==> src/design/dot_pkg.sv <==
// dot-product engine shared definitions
`default_nettype none

package dot_pkg;

  // ********************************************************************
  // data widths
  // ********************************************************************
  // one signed weight, one signed activation
  localparam int wgt_width      = 16;
  localparam int act_width      = 16;
  // four weights per host word, lowest lane first
  localparam int lanes          = 4;
  localparam int lane_sel_width = 2;
  localparam int wr_width       = lanes * wgt_width;
  // accumulator and result, wraps at this width
  localparam int acc_width      = 40;

  // ********************************************************************
  // address space
  // ********************************************************************
  localparam int wr_addr_width  = 5;
  localparam int idx_width      = 7;
  localparam int wgt_depth      = 1 << wr_addr_width;
  localparam int act_depth      = 1 << idx_width;

  // read strobe to read data, both buffers
  localparam int rd_latency     = 3;

  // job controller states
  typedef enum logic [1:0] {st_idle, st_issue, st_drain} ctrl_state_e;

endpackage

`default_nettype wire

==> src/design/mac_if.sv <==
// controller to multiply-accumulate link
`timescale 1ns/1ps
`default_nettype none

interface mac_if import dot_pkg::*; ();
  // accumulate strobe; first/last qualify it
  logic                        acc_valid;
  logic                        acc_first;
  logic                        acc_last;
  // final sum, one-cycle strobe
  logic signed [acc_width-1:0] result;
  logic                        result_valid;

  modport ctrl (output acc_valid, acc_first, acc_last, input result_valid);
  modport mac  (input acc_valid, acc_first, acc_last, output result, result_valid);

endinterface

`default_nettype wire

==> src/design/weight_buffer.sv <==
// packed weight store
`timescale 1ns/1ps
`default_nettype none

module weight_buffer import dot_pkg::*;
(
  input  logic                        clk,
  input  logic                        reset,
  input  logic                        read_req,
  input  logic [idx_width-1:0]        read_idx,
  input  logic                        write_req,
  input  logic [wr_addr_width-1:0]    write_addr,
  input  logic [wr_width-1:0]         write_data,
  output logic signed [wgt_width-1:0] read_data
);

  // ********************************************************************
  // storage and pipeline registers
  // ********************************************************************
  logic [wr_width-1:0]                mem [wgt_depth];
  // stage one
  logic [wr_addr_width-1:0]           word_addr;
  logic [lane_sel_width-1:0]          lane_sel;
  logic                               read_req_d;
  // stage two
  logic [lanes-1:0][wgt_width-1:0]    mem_q;
  logic [lane_sel_width-1:0]          lane_sel_d;

  // ********************************************************************
  // host write, one whole word per cycle
  // ********************************************************************
  always_ff @(posedge clk)
  begin
    if (write_req)
      mem[write_addr] <= write_data;
  end

  // ********************************************************************
  // read pipeline
  // ********************************************************************
  // stage one: split index into word and lane
  always_ff @(posedge clk)
  begin
    if (reset)
    begin
      word_addr  <= '0;
      lane_sel   <= '0;
      read_req_d <= 1'b0;
    end
    else
    begin
      read_req_d <= read_req;
      if (read_req)
        {word_addr, lane_sel} <= read_idx;
    end
  end

  // stage two: fetch the packed word
  always_ff @(posedge clk)
  begin
    if (read_req_d)
      mem_q <= mem[word_addr];
    // lane select follows the word by one stage
    lane_sel_d <= lane_sel;
  end

  // stage three: pick the lane, lane 0 in the low bits
  always_ff @(posedge clk)
  begin
    read_data <= mem_q[lane_sel_d];
  end

endmodule

`default_nettype wire

==> src/design/act_buffer.sv <==
// activation store
`timescale 1ns/1ps
`default_nettype none

module act_buffer import dot_pkg::*;
(
  input  logic                        clk,
  input  logic                        reset,
  input  logic                        read_req,
  input  logic [idx_width-1:0]        read_idx,
  input  logic                        write_req,
  input  logic [idx_width-1:0]        write_addr,
  input  logic [act_width-1:0]        write_data,
  output logic signed [act_width-1:0] read_data
);

  logic [act_width-1:0] mem [act_depth];
  logic [idx_width-1:0] idx_q;
  logic                 read_req_d;
  logic [act_width-1:0] mem_q;

  // host write, one element per cycle
  always_ff @(posedge clk)
  begin
    if (write_req)
      mem[write_addr] <= write_data;
  end

  // stage one: hold index, delay strobe
  always_ff @(posedge clk)
  begin
    if (reset)
    begin
      idx_q      <= '0;
      read_req_d <= 1'b0;
    end
    else
    begin
      read_req_d <= read_req;
      if (read_req)
        idx_q <= read_idx;
    end
  end

  // stage two: memory read; stage three: output register
  // matches the weight store cycle for cycle
  always_ff @(posedge clk)
  begin
    if (read_req_d)
      mem_q <= mem[idx_q];
    read_data <= mem_q;
  end

endmodule

`default_nettype wire

==> src/design/dot_ctrl.sv <==
// dot-product job controller
`timescale 1ns/1ps
`default_nettype none

module dot_ctrl import dot_pkg::*;
(
  input  logic                 clk,
  input  logic                 reset,
  input  logic                 start,
  input  logic [idx_width-1:0] base_idx,
  input  logic [idx_width-1:0] len_m1,
  output logic                 busy,
  output logic                 read_req,
  output logic [idx_width-1:0] read_idx,
  mac_if.ctrl                  mac
);

  // ********************************************************************
  // job state
  // ********************************************************************
  ctrl_state_e          state;
  // remaining reads after the current one
  logic [idx_width-1:0] count;
  // marks the first read of a job
  logic                 first_q;
  logic                 accept;
  // strobe and marks, delayed to meet the buffer data
  logic [rd_latency-1:0] valid_sr;
  logic [rd_latency-1:0] first_sr;
  logic [rd_latency-1:0] last_sr;

  // busy drops with the result strobe
  assign busy   = (state != st_idle) && !mac.result_valid;
  // start only taken when not busy
  assign accept = start && !busy;

  // ********************************************************************
  // FSM and read address walk
  // ********************************************************************
  always_ff @(posedge clk)
  begin
    if (reset)
    begin
      state    <= st_idle;
      read_req <= 1'b0;
      read_idx <= '0;
      count    <= '0;
      first_q  <= 1'b0;
    end
    else if (accept)
    begin
      // latch job, first read goes out next cycle
      state    <= st_issue;
      read_req <= 1'b1;
      read_idx <= base_idx;
      count    <= len_m1;
      first_q  <= 1'b1;
    end
    else
    begin
      case (state)
        st_issue:
        begin
          first_q <= 1'b0;
          if (count == '0)
          begin
            read_req <= 1'b0;
            state    <= st_drain;
          end
          else
          begin
            // index wraps modulo 128
            read_idx <= read_idx + 1'b1;
            count    <= count - 1'b1;
          end
        end
        st_drain:
        begin
          // wait for the sum to come back
          if (mac.result_valid)
            state <= st_idle;
        end
        default:
          state <= st_idle;
      endcase
    end
  end

  // ********************************************************************
  // delay line, rd_latency deep
  // ********************************************************************
  always_ff @(posedge clk)
  begin
    if (reset)
    begin
      valid_sr <= '0;
      first_sr <= '0;
      last_sr  <= '0;
    end
    else
    begin
      valid_sr <= {valid_sr[rd_latency-2:0], read_req};
      first_sr <= {first_sr[rd_latency-2:0], read_req && first_q};
      // last read is the one with nothing left to count
      last_sr  <= {last_sr[rd_latency-2:0], read_req && (count == '0)};
    end
  end

  assign mac.acc_valid = valid_sr[rd_latency-1];
  assign mac.acc_first = first_sr[rd_latency-1];
  assign mac.acc_last  = last_sr[rd_latency-1];

endmodule

`default_nettype wire

==> src/design/mac_unit.sv <==
// signed multiply-accumulate
`timescale 1ns/1ps
`default_nettype none

module mac_unit import dot_pkg::*;
(
  input  logic                        clk,
  input  logic                        reset,
  input  logic signed [wgt_width-1:0] weight,
  input  logic signed [act_width-1:0] act,
  mac_if.mac                          mac
);

  logic signed [acc_width-1:0] prod;
  logic signed [acc_width-1:0] sum;
  logic signed [acc_width-1:0] acc;

  // operands sign-extended before the multiply
  assign prod = acc_width'(weight) * acc_width'(act);

  // first product restarts the sum, no carry-over between jobs
  assign sum = mac.acc_first ? prod : acc + prod;

  // ********************************************************************
  // accumulator
  // ********************************************************************
  always_ff @(posedge clk)
  begin
    if (mac.acc_valid)
      acc <= sum;
  end

  // ********************************************************************
  // result register
  // ********************************************************************
  // last term goes straight into result, strobe for one cycle
  always_ff @(posedge clk)
  begin
    if (reset)
    begin
      mac.result       <= '0;
      mac.result_valid <= 1'b0;
    end
    else
    begin
      mac.result_valid <= mac.acc_valid && mac.acc_last;
      if (mac.acc_valid && mac.acc_last)
        mac.result <= sum;
    end
  end

endmodule

`default_nettype wire

==> src/design/dot_engine_top.sv <==
// dot-product engine top level
`timescale 1ns/1ps
`default_nettype none

module dot_engine_top import dot_pkg::*;
(
  input  logic                        clk,
  input  logic                        reset,
  // host weight port, four lanes per word
  input  logic                        wgt_wr_en,
  input  logic [wr_addr_width-1:0]    wgt_wr_addr,
  input  logic [wr_width-1:0]         wgt_wr_data,
  // host activation port
  input  logic                        act_wr_en,
  input  logic [idx_width-1:0]        act_wr_addr,
  input  logic [act_width-1:0]        act_wr_data,
  // job control
  input  logic                        start,
  input  logic [idx_width-1:0]        base_idx,
  input  logic [idx_width-1:0]        len_m1,
  output logic                        busy,
  output logic                        result_valid,
  output logic signed [acc_width-1:0] result
);

  // shared read strobe and index
  logic                        read_req;
  logic [idx_width-1:0]        read_idx;
  // buffer data into the MAC
  logic signed [wgt_width-1:0] weight;
  logic signed [act_width-1:0] act;

  mac_if mac_bus ();

  weight_buffer i_wgt_buf (
    .clk        (clk),
    .reset      (reset),
    .read_req   (read_req),
    .read_idx   (read_idx),
    .write_req  (wgt_wr_en),
    .write_addr (wgt_wr_addr),
    .write_data (wgt_wr_data),
    .read_data  (weight)
  );

  act_buffer i_act_buf (
    .clk        (clk),
    .reset      (reset),
    .read_req   (read_req),
    .read_idx   (read_idx),
    .write_req  (act_wr_en),
    .write_addr (act_wr_addr),
    .write_data (act_wr_data),
    .read_data  (act)
  );

  dot_ctrl i_ctrl (
    .clk      (clk),
    .reset    (reset),
    .start    (start),
    .base_idx (base_idx),
    .len_m1   (len_m1),
    .busy     (busy),
    .read_req (read_req),
    .read_idx (read_idx),
    .mac      (mac_bus.ctrl)
  );

  mac_unit i_mac (
    .clk    (clk),
    .reset  (reset),
    .weight (weight),
    .act    (act),
    .mac    (mac_bus.mac)
  );

  // result leaves as plain ports
  assign result       = mac_bus.result;
  assign result_valid = mac_bus.result_valid;

endmodule

`default_nettype wire

==> config.mk <==
export PLATFORM = sky130hd
export DESIGN_NAME = dot_engine_top
export DESIGN_NICKNAME = d
export VERILOG_FILES = /design/src/design/dot_pkg.sv /design/src/design/mac_if.sv /design/src/design/weight_buffer.sv /design/src/design/act_buffer.sv /design/src/design/dot_ctrl.sv /design/src/design/mac_unit.sv /design/src/design/dot_engine_top.sv
export SDC_FILE = /design/constraint.sdc
export NUM_CORES = 2
export LEC_CHECK = 0
export BUFFER_PORTS_ARGS = -buffer_cell sky130_fd_sc_hd__buf_2
export CORE_MARGIN = 2
export CORE_UTILIZATION = 50
export DETAILED_ROUTE_END_ITERATION = 10
export GPL_TIMING_DRIVEN = 0
export PLACE_DENSITY = 0.65
export RECOVER_POWER = 25
export SLEW_MARGIN = 20
export SYNTH_ARGS = -nofsm -noshare
export SYNTH_HDL_FRONTEND = slang
export SYNTH_HIERARCHICAL = 1
export SYNTH_SLANG_ARGS = --single-unit
==> constraint.sdc <==
create_clock -name clk -period 14.1 [get_ports clk]
set_input_delay 2.82 -clock clk [delete_from_list [all_inputs] [get_ports clk]]
set_output_delay 2.82 -clock clk [all_outputs]
set_load 0.01 [all_outputs]
==> summary.txt <==
I/O pins -> 153
detailed-route DRC error count -> 2
GRT Util Overall -> 25.6%
Vias -> 88100
number of global-route vias before repair -> 89200
multi-input logic area -> 45200 um2
failing checks -> DRC, capacitance limit, slew limit
endpoints failing hold -> 0
CTS tree -> done
share of post-route cells with drive strength above 1 -> 28.2%
DRT Wirelength -> 456000 um
Final Setup Violations -> 0
# port buffers -> 148
crit path DAT -> 10.71 ns
Slew Limit Fails -> 766
Synth cell types -> 85
GPL Wtd Cong -> 0.904
EDFF count, synth -> 4216
postcts setup bufs -> 0
Crit Path Category -> reg -> reg
Core Footprint -> 352000 um2
fin nets -> 9600
startpoint class of the critical path -> flop
ys flop type -> edfxtp_1
FF+latch count, synth -> 4334
die area -> 358000 um2
Initial Util -> 50.1%
Seq/Total Area, Yosys -> 73.0%
routed length per instance -> 32.1 um
Skew-Pair Late Insertion Delay -> 1.00 ns
chip height -> 598 um
post-route ant nets -> 0
Async SR Flop Fraction -> 0%
Slew HR -> -134%
crit path buf inv count -> 7
vias per cell -> 6.20
number of max-cap violations -> 16
CTS buffer count -> 430
post-route setup TNS -> 0 ns
Clock Tree Root -> clkbuf_16
H-tree Lvls -> 5
Max stage delay on crit path -> 0.72 ns
Resize count post-CTS -> 0
Synth Warn # -> 6
status -> finished with violations
Worst-path clk slew -> 0.06 ns
Horiz. Die Dim -> 598 um
first-pass iteration count of the detailed router -> 11
Most common cell on crit path -> fa_1
dpl hpwl -> 313000 um
slowest CP cell -> dfxtp_1
Max Root-Sink Buffers -> 4
syn_area_per_cell -> 21.4 um2
Hold Crit Class -> reg -> reg
crit end category -> flop
Critical Path RT -> 14.79 ns
Register Area -> 129000 um2
# clock sinks -> 4334
RSZ-0062 raised after global routing -> no
Post-Synthesis Cells -> 8241
syn nets -> 8742
Mapped Area -> 177000 um2
Least-Margin Pin Slew -> 3.51 ns
Remaining Overflow, GRT -> 0
# rows -> 218
fill cell count -> 25400
Final Skew -> 0.0634 ns
antenna violations before repair -> 44
worst-path fanout max -> 10
first-iteration detailed-routing DRC count -> 11800
Synth-to-Final Area Change -> 14.7%
pin count of the biggest net entering global routing -> 113
fmax -> 99.8 MHz
hold_buf cts -> 0
crit path time final -> 10.02 ns
r2r setup slk -> 4.08 ns
Tcrit/Tclk final -> 71.1%
first-pass GRT wire length -> 650000 um
family with the most delay on the worst path -> adder cells
kinds of logic (layout without fill, tap and decap cells):
kind of cell / after synthesis / in the layout / synth area share, %
AND/OR/NAND/NOR: 832 / 832 / 2.20
XOR/XNOR: 80 / 80 / 0.401
AO/OA/AOI/OAI: 421 / 421 / 1.66
buffers and inverters: 722 / 1938 / 1.69
multiplexers: 1462 / 1462 / 17.1
flip-flops: 4334 / 4334 / 73.0
other: 0 / 19 / 0
adder cells (fa/ha/maj): 390 / 390 / 3.88
final timing paths:
check / cells past startpoint / from / endpoint
worst min register to register: 0 / i_act_buf/mem_q[7] / i_act_buf/read_data[7]
worst max-delay path: 33 / i_wgt_buf/read_data[6] / i_mac/acc[38]
worst min-delay path: 0 / i_act_buf/mem_q[7] / i_act_buf/read_data[7]
worst max register to register: 33 / i_wgt_buf/read_data[6] / i_mac/acc[38]
cell usage in the layout, fill, tap and decap left out, types with 95 or more instances in the layout:
| cell type | count |
|---|---|
| mux4_2 | 1236 |
| dfxtp_1 | 118 |
| edfxtp_1 | 4216 |
| nand2_1 | 238 |
| clkbuf_1 | 354 |
| mux2i_1 | 141 |
| fa_1 | 263 |
| nor2_1 | 122 |
| buf_2 | 215 |
| inv_1 | 302 |
| clkbuf_16 | 435 |
| a21oi_1 | 95 |
| ha_1 | 127 |
| and2_1 | 130 |
| nor2_2 | 112 |
final cells by class:
cell class / count / area share, %
plain buffers: 419 / 0.936
well taps: 4730 / 2.92
multi-input cells: 3185 / 22.3
repair buffers: 426 / 2.80
clock buffers: 532 / 5.60
clock inverters: 258 / 1.17
flip-flops and latches: 4334 / 63.7
diodes: 19 / 0.0235
inverters: 303 / 0.561
cells in the mapped netlist (95+ instances only):
cell type	instances	area share [%]
a21oi_1	95	0.27
and2_1	132	0.47
buf_2	127	0.36
clkbuf_1	224	0.48
dfxtp_1	118	1.3
edfxtp_1	4216	72
fa_1	263	3.0
ha_1	127	0.90
inv_1	302	0.64
mux2i_1	141	0.80
mux4_2	1236	16
nand2_1	238	0.51
nor2_1	273	0.58
state kept, by name, summed over array words and instances (netlist names), 3 cells and up:
register / count
i_act_buf/mem: 2048
i_ctrl/valid_sr: 3
i_ctrl/last_sr: 3
i_wgt_buf/read_data: 16
i_act_buf/idx_q: 7
i_ctrl/count: 7
i_mac/acc: 40
i_wgt_buf/word_addr: 5
i_act_buf/read_data: 16
i_mac/mac.result: 40
i_ctrl/first_sr: 3
i_ctrl/read_idx: 7
i_wgt_buf/mem: 2048
i_wgt_buf/mem_q: 64
i_act_buf/mem_q: 16
stage by stage:
step	std cells	utilization [%]	worst slack (ns)	hold slack, ns	area (um2)
final	14200	57.5	4.08	0.342	203000
after detailed placement	13400	53.7	4.32	0.327	189000
after global placement	13100	52.0	3.06	0.330	183000
after global routing	14200	57.5	3.62	0.346	203000
after CTS	14200	57.6	4.29	0.343	203000
after floorplan	8241	-	5.99	0.323	177000
layer usage:
metal / vias to the layer above / track usage, % / part of all wire [%]
met5: - / 0 / 0.036
met3: 727 / 4.50 / 9.2
met1: 47400 / 36.3 / 39
met2: 4407 / 40.7 / 48
met4: 26 / 8.35 / 3.6
li1: 35500 / - / -
Power is not shown: default switching activity piles up to over one toggle a cycle in this logic, so the estimate is an artifact.
